File: src/include/pkt_check_config.svh
// packet sanity checker configuration for lane count, lane width, destinations and counters
`ifndef PKT_CHECK_CONFIG_SVH
`define PKT_CHECK_CONFIG_SVH

// number of 64-bit lanes carried in one beat
// the checker is built for anything from 1 to 4 lanes
`define PKT_WORDS 2

// width of one lane in bits
// the terminator word and the start word layout both depend on 64
`define PKT_WIDTH 64

// number of entries in the destination address table
`define PKT_NUM_DEST 4

// width of each error counter, counters wrap at this width
`define PKT_CNT_WIDTH 32

`endif

File: src/logic/pkt_check_pkg.sv
// packet sanity checker types, destination address table and terminator constant
`default_nettype none

`include "pkt_check_config.svh"

package pkt_check_pkg;

	// one lane of bus data
	typedef logic [`PKT_WIDTH-1:0] lane_word_t;

	// all lanes of one beat, lane 0 in the low bits
	typedef lane_word_t [`PKT_WORDS-1:0] beat_data_t;

	// one bit per lane, used for sop, eop, pad and every error flag
	typedef logic [`PKT_WORDS-1:0] lane_flags_t;

	// a start word holds the destination in 63:16 and the serial in 15:0
	typedef logic [47:0] mac_addr_t;
	typedef logic [15:0] serial_t;

	// expected serial per destination, entry k belongs to dest_table[k]
	typedef serial_t [`PKT_NUM_DEST-1:0] serial_table_t;

	typedef logic [`PKT_CNT_WIDTH-1:0] err_count_t;

	// known destinations, all distinct and none of them zero
	localparam mac_addr_t dest_table [`PKT_NUM_DEST] = '{
		48'h0200_0000_1a01,
		48'h0200_0000_2b02,
		48'h0600_1234_3c03,
		48'h0a00_5678_4d04
	};

	// the terminator bytes in transmit order, first byte ends up in the top of the word
	// the list holds exactly eight bytes and is sized from the lane width,
	// so any lane width other than 64 refuses to elaborate
	localparam logic [7:0] term_bytes [`PKT_WIDTH/8] = '{
		"c", "a", "b", "o", "o", "s", "e", "."
	};

	// every unpadded packet must end with this word
	localparam lane_word_t term_word = {
		term_bytes[0],
		term_bytes[1],
		term_bytes[2],
		term_bytes[3],
		term_bytes[4],
		term_bytes[5],
		term_bytes[6],
		term_bytes[7]
	};

endpackage

`default_nettype wire

File: src/logic/term_check.sv
// terminator checker that flags unpadded end-of-packet words which are not "caboose."
`timescale 1ns/1ps
`default_nettype none

`include "pkt_check_config.svh"

module term_check import pkt_check_pkg::*; (
	input  wire         clk,
	input  wire         rst_n,
	input  wire         lane_flags_t beat_eop,
	input  wire         lane_flags_t beat_pad,
	input  wire         beat_data_t  beat_data,
	output lane_flags_t bad_term
);

	// per-lane result of the word compare, before the packet flags are applied
	lane_flags_t term_miss;

	// lanes whose word has to be checked in this beat
	lane_flags_t term_required;

	for (genvar i = 0; i < `PKT_WORDS; i++) begin : g_lane
		// full 64-bit compare, any differing byte counts as a bad terminator
		assign term_miss[i] = (beat_data[i] != term_word);
	end

	// a padded packet ends in a short final word, so only unpadded ends are checked
	assign term_required = beat_eop & ~beat_pad;

	always_ff @(posedge clk) begin
		if (!rst_n) begin
			bad_term <= '0;
		end else begin
			bad_term <= term_required & term_miss;
		end
	end

	// the pad flag only qualifies the last word of a packet.
	// a lane with pad but no eop means the source marked the wrong word
	pad_needs_eop: assert property (
		@(posedge clk) disable iff (!rst_n)
		(beat_pad & ~beat_eop) == '0
	)
	else $error("pad set on a lane without eop, pad=%b eop=%b", beat_pad, beat_eop);

endmodule

`default_nettype wire

File: src/logic/dest_serial_check.sv
// destination and serial checker that looks up start words and tracks a serial per destination
`timescale 1ns/1ps
`default_nettype none

`include "pkt_check_config.svh"

module dest_serial_check import pkt_check_pkg::*; (
	input  wire           clk,
	input  wire           rst_n,
	input  wire           clr,
	input  wire           lane_flags_t beat_sop,
	input  wire           beat_data_t  beat_data,
	output lane_flags_t   bad_dest,
	output lane_flags_t   bad_serial,
	output serial_table_t exp_serial
);

	// start word of the beat, zero when no lane carries sop
	lane_word_t sop_word;
	mac_addr_t  sop_addr;
	serial_t    sop_serial;

	// expected serials with the increment of the packet in stage two applied
	serial_table_t fwd_serial;

	// stage one compare results, one bit per destination
	logic [`PKT_NUM_DEST-1:0] dst_hit;
	logic [`PKT_NUM_DEST-1:0] ser_hit;

	// stage one registers
	logic [`PKT_NUM_DEST-1:0] dst_match;
	logic [`PKT_NUM_DEST-1:0] ser_match;
	lane_flags_t              sop_r;

	// destination whose packet was correct and whose serial moves on
	logic [`PKT_NUM_DEST-1:0] ser_inc;

	// only one lane may carry sop, so OR-ing the selected lanes is a plain mux
	always_comb begin
		sop_word = '0;
		for (int i = 0; i < `PKT_WORDS; i++) begin
			if (beat_sop[i]) begin
				sop_word = sop_word | beat_data[i];
			end
		end
	end

	assign sop_addr   = sop_word[63:16];
	assign sop_serial = sop_word[15:0];

	assign ser_inc = dst_match & ser_match;

	for (genvar k = 0; k < `PKT_NUM_DEST; k++) begin : g_dest
		// a correct packet one beat ahead has not reached the table yet.
		// Looking ahead by its increment keeps back-to-back packets to one
		// destination from being flagged against a stale serial
		assign fwd_serial[k] = exp_serial[k] + serial_t'(ser_inc[k]);

		assign dst_hit[k] = (|beat_sop) && (sop_addr == dest_table[k]);
		assign ser_hit[k] = (sop_serial == fwd_serial[k]);
	end

	// stage one, register the match vectors and the sop lane
	always_ff @(posedge clk) begin
		if (!rst_n || clr) begin
			dst_match <= '0;
			ser_match <= '0;
			sop_r     <= '0;
		end else begin
			dst_match <= dst_hit;
			ser_match <= ser_hit;
			sop_r     <= beat_sop;
		end
	end

	// stage two, turn the matches into per-lane error flags
	always_ff @(posedge clk) begin
		if (!rst_n) begin
			bad_dest   <= '0;
			bad_serial <= '0;
		end else begin
			bad_dest   <= sop_r & {`PKT_WORDS{~|dst_match}};
			bad_serial <= sop_r & {`PKT_WORDS{|(dst_match & ~ser_match)}};
		end
	end

	// the table only moves for a destination whose packet carried the right serial.
	// fwd_serial already holds that increment and wraps at 16 bits
	always_ff @(posedge clk) begin
		if (!rst_n || clr) begin
			exp_serial <= '0;
		end else begin
			exp_serial <= fwd_serial;
		end
	end

	// the source may start at most one packet per beat
	one_sop_per_beat: assert property (
		@(posedge clk) disable iff (!rst_n)
		$onehot0(beat_sop)
	)
	else $error("more than one sop in a beat, sop=%b", beat_sop);

	// the addresses in dest_table are distinct, so a start word hits one entry at most
	dest_match_onehot: assert property (
		@(posedge clk) disable iff (!rst_n)
		$onehot0(dst_match)
	)
	else $error("start word matched several destinations, match=%b", dst_match);

endmodule

`default_nettype wire

File: src/logic/err_tally.sv
// error tally with three wrapping counters that add the flagged lanes of each cycle
`timescale 1ns/1ps
`default_nettype none

`include "pkt_check_config.svh"

module err_tally import pkt_check_pkg::*; (
	input  wire        clk,
	input  wire        rst_n,
	input  wire        clr,
	input  wire        lane_flags_t bad_term,
	input  wire        lane_flags_t bad_dest,
	input  wire        lane_flags_t bad_serial,
	output err_count_t term_cnt,
	output err_count_t dest_cnt,
	output err_count_t serial_cnt
);

	// counter 0 is the terminator count, 1 the destination count, 2 the serial count
	localparam int unsigned num_cnt = 3;

	lane_flags_t flags [num_cnt];
	err_count_t  cnt   [num_cnt];

	// number of lanes flagged in one cycle
	function automatic err_count_t count_set(input lane_flags_t lane_bits);
		err_count_t total;
		total = '0;
		for (int i = 0; i < `PKT_WORDS; i++) begin
			total = total + err_count_t'(lane_bits[i]);
		end
		return total;
	endfunction

	assign flags = '{bad_term, bad_dest, bad_serial};

	// several lanes can fail in the same beat, so each counter adds a lane count
	always_ff @(posedge clk) begin
		if (!rst_n || clr) begin
			for (int c = 0; c < num_cnt; c++) begin
				cnt[c] <= '0;
			end
		end else begin
			for (int c = 0; c < num_cnt; c++) begin
				cnt[c] <= cnt[c] + count_set(flags[c]);
			end
		end
	end

	assign term_cnt   = cnt[0];
	assign dest_cnt   = cnt[1];
	assign serial_cnt = cnt[2];

	for (genvar c = 0; c < num_cnt; c++) begin : g_forward
		// outside reset and clr a counter only moves forward, by at most one
		// beat's worth of lanes, the modulo difference also covers the wrap
		cnt_forward: assert property (
			@(posedge clk) disable iff (!rst_n)
			$past(rst_n) && !$past(clr) |->
				err_count_t'(cnt[c] - $past(cnt[c])) <= err_count_t'(`PKT_WORDS)
		)
		else $error("error counter %0d moved backwards or jumped", c);
	end

endmodule

`default_nettype wire

File: src/logic/pkt_sanity_check.sv
// packet sanity checker top that registers the bus beat and feeds both checkers and the tally
`timescale 1ns/1ps
`default_nettype none

module pkt_sanity_check import pkt_check_pkg::*; (
	input  wire           clk,
	input  wire           rst_n,
	input  wire           clr,
	input  wire           in_valid,
	input  wire           lane_flags_t in_sop,
	input  wire           lane_flags_t in_eop,
	input  wire           lane_flags_t in_pad,
	input  wire           beat_data_t  in_data,
	output err_count_t    term_cnt,
	output err_count_t    dest_cnt,
	output err_count_t    serial_cnt,
	output serial_table_t exp_serial
);

	// registered beat shared by both checkers
	lane_flags_t beat_sop;
	lane_flags_t beat_eop;
	lane_flags_t beat_pad;
	beat_data_t  beat_data;

	// per-lane error flags from the checkers
	lane_flags_t bad_term;
	lane_flags_t bad_dest;
	lane_flags_t bad_serial;

	// an idle beat becomes a beat with all flags low, whatever the bus carries
	always_ff @(posedge clk) begin
		if (!rst_n) begin
			beat_sop <= '0;
			beat_eop <= '0;
			beat_pad <= '0;
		end else begin
			beat_sop <= in_valid ? in_sop : '0;
			beat_eop <= in_valid ? in_eop : '0;
			beat_pad <= in_valid ? in_pad : '0;
		end
	end

	// data is only looked at where a flag is set
	always_ff @(posedge clk) begin
		beat_data <= in_data;
	end

	term_check u_term_check (
		.clk       (clk),
		.rst_n     (rst_n),
		.beat_eop  (beat_eop),
		.beat_pad  (beat_pad),
		.beat_data (beat_data),
		.bad_term  (bad_term)
	);

	dest_serial_check u_dest_serial_check (
		.clk        (clk),
		.rst_n      (rst_n),
		.clr        (clr),
		.beat_sop   (beat_sop),
		.beat_data  (beat_data),
		.bad_dest   (bad_dest),
		.bad_serial (bad_serial),
		.exp_serial (exp_serial)
	);

	err_tally u_err_tally (
		.clk        (clk),
		.rst_n      (rst_n),
		.clr        (clr),
		.bad_term   (bad_term),
		.bad_dest   (bad_dest),
		.bad_serial (bad_serial),
		.term_cnt   (term_cnt),
		.dest_cnt   (dest_cnt),
		.serial_cnt (serial_cnt)
	);

endmodule

`default_nettype wire

File: config.mk
export PLATFORM = sky130hd
export DESIGN_NAME = pkt_sanity_check
export DESIGN_NICKNAME = d
export VERILOG_FILES = /design/src/logic/pkt_check_pkg.sv /design/src/logic/term_check.sv /design/src/logic/dest_serial_check.sv /design/src/logic/err_tally.sv /design/src/logic/pkt_sanity_check.sv
export VERILOG_INCLUDE_DIRS = /design/src /design/src/include
export SDC_FILE = /design/constraint.sdc
export NUM_CORES = 1
export LEC_CHECK = 0
export BUFFER_PORTS_ARGS = -buffer_cell sky130_fd_sc_hd__buf_2
export CAP_MARGIN = 20
export CORE_AREA = 2 2 193 195
export DETAILED_ROUTE_END_ITERATION = 7
export DIE_AREA = 0 0 195 197
export GPL_TIMING_DRIVEN = 0
export PLACE_DENSITY = 0.56
export SLEW_MARGIN = 20
export SYNTH_ARGS = -nofsm -noshare
export SYNTH_HDL_FRONTEND = slang
export SYNTH_SLANG_ARGS = --single-unit
File: constraint.sdc
create_clock -name clk -period 6.7 [get_ports clk]
set_input_delay 1.005 -clock clk [delete_from_list [all_inputs] [get_ports clk]]
set_output_delay 1.005 -clock clk [all_outputs]
set_load 0.05 [all_outputs]
# After elaboration in Yosys (flattened, before gate mapping)
# Memories as Yosys holds them, arrays and structs flattened.
# Index checks and enable logic that the tools add are counted.
[classes]
bitwise = 12
n_eq_ne = 10
addsub = 10
n_reduce_logical = 11
muxes = 8
[op_table]
columns = ["operator", "count"]
rows = [
  ["two-way mux 64 bit", 2],
  ["!= test 64 x 63 -> 1 bit, second input constant", 2],
  ["adder 32 bit", 3],
  ["== test 48 x 42 -> 1 bit, second input constant", 2],
  ["two-way mux 32 bit", 3],
  ["adder 16 x 1 -> 16 bit", 4],
  ["== test 16 bit", 4],
  ["bitwise OR 64 bit", 1],
  ["== test 48 x 43 -> 1 bit, second input constant", 1],
  ["== test 48 x 44 -> 1 bit, second input constant", 1],
  ["AND 2 bit", 4],
  ["AND 4 bit", 2],
  ["OR reduction 4 bit", 2],
  ["adder 1 x 1 -> 2 bit", 3],
  ["logical AND 1 bit", 4],
  ["inverter 4 bit", 1],
  ["two-way mux 1 bit", 3],
  ["bitwise OR 1 bit", 3],
  ["logical NOT 1 bit", 2],
  ["inverter 2 bit", 1],
  ["AND reduction 2 bit", 1],
  ["OR reduction 2 bit", 1],
  ["logical OR 1 bit", 1],
]
[totals]
n_memories = 1
elab_cells = 67
inputBits = 138
ram_bits = 96
register_bits = 214
output_inout_bits = 160
[memory_table]
columns = ["memory", "words", "word_bits", "rd", "rd_ports_with_merged_regs", "wr", "line_no", "text"]
rows = [
  ["u_err_tally.cnt", 3, 32, 3, 0, 3, "err_tally.sv:23", "err_count_t cnt [num_cnt];"],
]

# Longest topological paths before layout
[logic_depth]
ltp_word = 5
depth_mapped = 11
mapped_depth_nobuf = 10

# Modules after synthesis
# Synthesis repeated with hierarchy kept, for this count alone.
[unflattened]
cells_unflattened = 1313
hier_area_um2 = 12786.0
[by_module_without_submodules]
columns = ["module", "area_per_inst_um2", "seq_area_each_um2", "n_inst", "cells_each"]
rows = [
  ["dest_serial_check", 5302.6, 1561.5, 1, 626],
  ["err_tally", 4344.2, 1921.8, 1, 498],
  ["pkt_sanity_check", 2720.1, 2682.6, 1, 140],
  ["term_check", 419.2, 40.0, 1, 49],
]

# Least setup slack after synthesis
# Ideal clock, no wire load.
[synth_timing]
path_kind = "register -> register"
startpoint = "memory u_err_tally.cnt[0][64] in the netlist's numbering"
endpoint = "memory u_err_tally.cnt[0][86] in the netlist's numbering"
setup_slack_ps = 3974
path_stages_with_launch = 9
synth_period_minus_slack_ps = 2726
setup_ps = 70
n_path_buf = 0
arrival_time_ps = 2655
required_ps = 6630
cell_sequence = "dfxtp_1 > ha_1 > inv_1 > fa_1 > nand3b_1 > nor4_2 > nand3_1 > or3_1 > a21oi_1"
[synth_lines]
columns = ["element", "line_no"]
rows = [
  ["from (decl)", "err_tally.sv:23"],
]

# Worst setup path in the final report
[layout_timing]
startpoint = "register u_dest_serial_check.dst_match[0]"
endpoint = "register u_dest_serial_check.ser_match[0]"
[layout_between]
elab_chain_cells = 3
[layout_lines]
columns = ["element", "line_no", "text"]
rows = [
  ["from (decl)", "dest_serial_check.sv:31", "logic [`PKT_NUM_DEST-1:0] dst_match;"],
  ["from (signal assigned)", "dest_serial_check.sv:70", "dst_match <= dst_hit;"],
  ["AND 4 bit", "dest_serial_check.sv:51", "assign ser_inc = dst_match & ser_match;"],
  ["adder 16 x 1 -> 16 bit", "dest_serial_check.sv:57", "assign fwd_serial[k] = exp_serial[k] + serial_t'(ser_inc[k]);"],
  ["== test 16 bit", "dest_serial_check.sv:60", "assign ser_hit[k] = (sop_serial == fwd_serial[k]);"],
  ["to (signal assigned)", "dest_serial_check.sv:71", "ser_match <= ser_hit;"],
  ["to (decl)", "dest_serial_check.sv:32", "logic [`PKT_NUM_DEST-1:0] ser_match;"],
]
# No other way between the ends.
# A chain may end at the register's enable or synchronous reset.

==> reports/summary.md <==
### Drt
- number of detailed-route iterations in the first pass: 5
- average wire per cell in the routed design: 17.5 um
- drt total wl: 36600 um
- DRC violation count after routing: 0
- number of nets with antenna violations after routing: 0
- initial detailed-routing violation count: 495
- total number of vias: 10200
- routed vias/inst: 4.90

### Logic synthesis
- combinational family with the most area after synthesis: simple AND/OR/NAND/NOR gates
- area share of fa/ha/maj cells after synthesis: 2.41%
- number of flops mapped to enable cells by yosys: 0
- share of synthesized area spent on multiplexers: 0.163%
- flop and latch count out of synthesis: 310
- share of flip-flops with an asynchronous set or reset: 0%
- Synth Warn #: 0
- parity-gate share of the synthesized area counting xor and xnor cells: 15.1%
- compound-cell area share of the yosys netlist: 6.55%
- syn_nets: 1415
- main flop type after synthesis: sky130_fd_sc_hd__dfxtp_1
- cell area after synthesis: 12300 um^2
- portion of the post-synthesis area used by sequential elements: 50.6%
- post-synthesis share of cell area spent on and, or, nand and nor gates: 22.8%
- Distinct cells, synth: 63
- Avg Cell Area, Syn: 9.76 um^2
- synthesized instance count: 1256

### Place
- final HPWL from detailed placement: 28100 um
- # port buffers: 297
- final weighted congestion in routability-driven placement: 0.877
- Post-Place Worst Slack: 3.33 ns

### Worst setup path
- type of element capturing the critical path: register
- type of the setup path with the least slack: register to register
- CP Max Fanout: 8
- data arrival at the endpoint of the critical path: 3.54 ns
- Critical Path RT: 7.09 ns
- Worst setup SP type: register

### Floorplan
- cell row count: 70
- num ports: 298
- die boundary height: 197 um
- width of the die: 195 um
- area enclosed by the die boundary: 38400 um^2
- effective utilization at floorplan: 33.8%
- Std-Cell Core Area: 36300 um^2

### GRT
- via count of the first global-routing pass: 9938
- total global-route track usage: 18.7%
- maximum number of pins on one net before global-route repair: 14
- remaining global-route overflow: 0
- number of antenna violations at the first check in global routing: 6
- wire length of the first global-routing pass: 55900 um
- Most Used Layer, Global Route: met2
- grt met2 use: 31.0%
- met1 demand-to-capacity share in global routing: 23.6%
- GR Util met3: 4.47%

### Power and ir drop
- Power per Cell Area: 258 nW/um^2
- leakage power total: 6.32 nW
- IR Drop Worst-Case VDD: 0.237 mV

### Clock tree
- Clock Root Buffer: sky130_fd_sc_hd__clkbuf_16
- number of hold buffers added after cts: 0
- maximum count of clock buffers along a single path: 3
- number of CTS-inserted buffers: 37
- CTS clock-pin slew for the worst setup and hold paths: 0.06 ns
- worst-skew pair later-pin latency: 0.54 ns
- cells resized by post-CTS repair: 0
- TritonCTS clock tree: built
- buffers inserted during post-CTS setup optimization: 0
- H-tree lvl count: 2
- number of sinks on the clock net: 310

### Layout
- filler cell count in the final layout: 3657
- signed area change from the synthesized netlist to the final layout: 26.4%
- most frequent standard cell in the layout excluding fill and tap cells: sky130_fd_sc_hd__dfxtp_1
- number of nets in the final layout: 1751
- share of cells above drive strength 1: 23.5%
- most frequent cells in the layout: 310 x sky130_fd_sc_hd__dfxtp_1, 306 x sky130_fd_sc_hd__buf_2, 178 x sky130_fd_sc_hd__nor2_1, 106 x sky130_fd_sc_hd__xnor2_1, 95 x sky130_fd_sc_hd__xor2_1

### STA
- count of pins over their slew limit: 0
- slew at the pin with the worst max-slew slack: 1.11 ns
- setup repair after global routing missed its margin: false
- Period minus WS final: 3.15 ns
- worst path setup slack after routing: 3.55 ns
- Final period util: 47.0%
- Hold Violations, Final: 0
- Fmax achieved: 317 MHz
- number of endpoints failing setup at the final stage: 0
- worst rel slew slack: 25.3%
- Clock Skews: 0.0195 ns
- aggregate negative setup slack: 0 ns

### Outcome
- run status: complete, no violations

### Min path
- class of the tightest hold or removal check: register to register

### Flow run
- max-cap violation count: 0

[flip-flops by register name, indices dropped and copies added, names as in the netlist]
name,count
u_dest_serial_check.ser_match,4
u_dest_serial_check.sop_r,2
beat_data,128
u_dest_serial_check.bad_serial,2
u_dest_serial_check.bad_dest,2
u_term_check.bad_term,2
u_dest_serial_check.dst_match,4
beat_pad,2
u_err_tally.cnt,96
beat_sop,2
beat_eop,2
u_dest_serial_check.exp_serial,64
[cell type report]
type                    count  area, um^2  share of cell area (%)
diodes                      3        7.51                  0.0484
plain buffers              42         184                    1.19
clock buffers              50        1050                    6.76
clock inverters            14         114                   0.735
inverters                  29         109                   0.702
multi-input cells         875        5760                    37.2
flip-flops and latches    310        6210                    40.0
well taps                 468         586                    3.78
repair buffers            297        1490                    9.59
[cells in the mapped netlist (4+ instances only)]
library cell	count	area share (%)
sky130_fd_sc_hd__nor3_1	32	1.3
sky130_fd_sc_hd__inv_1	29	0.89
sky130_fd_sc_hd__or3_1	13	0.66
sky130_fd_sc_hd__dfxtp_1	310	51
sky130_fd_sc_hd__nor2b_1	8	0.41
sky130_fd_sc_hd__xnor2_1	106	7.6
sky130_fd_sc_hd__or4_1	10	0.61
sky130_fd_sc_hd__buf_2	9	0.37
sky130_fd_sc_hd__ha_1	18	1.8
sky130_fd_sc_hd__clkbuf_1	31	0.95
sky130_fd_sc_hd__and4_1	12	0.86
sky130_fd_sc_hd__nor2_1	178	5.4
sky130_fd_sc_hd__o211ai_1	5	0.31
sky130_fd_sc_hd__o21ai_0	18	0.73
sky130_fd_sc_hd__nand2_1	67	2.1
sky130_fd_sc_hd__nand4_1	54	2.8
sky130_fd_sc_hd__a32oi_1	5	0.36
sky130_fd_sc_hd__a22oi_2	4	0.41
sky130_fd_sc_hd__and2_1	19	0.97
sky130_fd_sc_hd__nand4b_1	7	0.50
sky130_fd_sc_hd__nand2b_1	5	0.26
sky130_fd_sc_hd__and3_1	32	1.6
sky130_fd_sc_hd__a21o_1	10	0.61
sky130_fd_sc_hd__a32o_1	9	0.73
sky130_fd_sc_hd__a21oi_1	11	0.45
sky130_fd_sc_hd__xor2_1	95	6.8
sky130_fd_sc_hd__nand3_1	55	2.2
sky130_fd_sc_hd__a22oi_1	16	0.98
sky130_fd_sc_hd__nor4_1	30	1.5
[stage by stage]
stage               util, %  hold WS [ns]  cell area [um^2]  std cells  total power [mW]
global placement       39.5         0.379             14300       2021              2.11
detailed placement     39.5         0.389             14300       2021              2.12
global route           42.7         0.415             15500       2086              4.15
CTS                    42.7         0.391             15500       2085              4.06
floorplan                 -         0.375             12300       1256              2.03
finish                 42.8         0.386             15500       2088              4.00
[routing by layer]
metal,vias to the layer above,routed length (um)
li1,5062,-
met3,74,2420
met2,349,17100
met1,4735,16000
met5,-,41
met4,6,1120
[kinds of logic after synthesis]
| group | count (synthesis) |
|---|---|
| buffers and inverters | 71 |
| adders and majority gates | 22 |
| and+or+nand+nor | 541 |
| muxes | 2 |
| xor gates and xnor gates | 205 |
| DFF | 310 |
| AOI/OAI and AO/OA | 105 |
[critical path: stages (launching register included)]
cell and delay, ns:
sky130_fd_sc_hd__dfxtp_1 0.38, sky130_fd_sc_hd__and2_1 0.22, sky130_fd_sc_hd__ha_1 0.17, sky130_fd_sc_hd__ha_1 0.13, sky130_fd_sc_hd__clkbuf_1 0.28, sky130_fd_sc_hd__nand4_1 0.22
sky130_fd_sc_hd__or3_1 0.45, sky130_fd_sc_hd__xor3_1 0.36, sky130_fd_sc_hd__nor4_1 0.25, sky130_fd_sc_hd__nand4_1 0.14, sky130_fd_sc_hd__nor4_1 0.39
[report_power, final]
part           total [mW]  internal (mW)  switching (mW)
combinational       0.154         0.0679          0.0865
sequential           1.92           1.89          0.0317
clock                1.92           1.14           0.787
total                4.00           3.09           0.905
[worst paths after layout]
check                                     endpoint  slack [ns]                        startpoint  cells past startpoint
setup / recovery  u_dest_serial_check.ser_match[0]        3.55  u_dest_serial_check.dst_match[0]                     10
hold / removal            u_term_check.bad_term[1]        0.39                       beat_pad[1]                      1
setup reg to reg  u_dest_serial_check.ser_match[0]        3.55  u_dest_serial_check.dst_match[0]                     10
hold reg to reg           u_term_check.bad_term[1]        0.39                       beat_pad[1]                      1
Power figures use the tool's default switching activity.
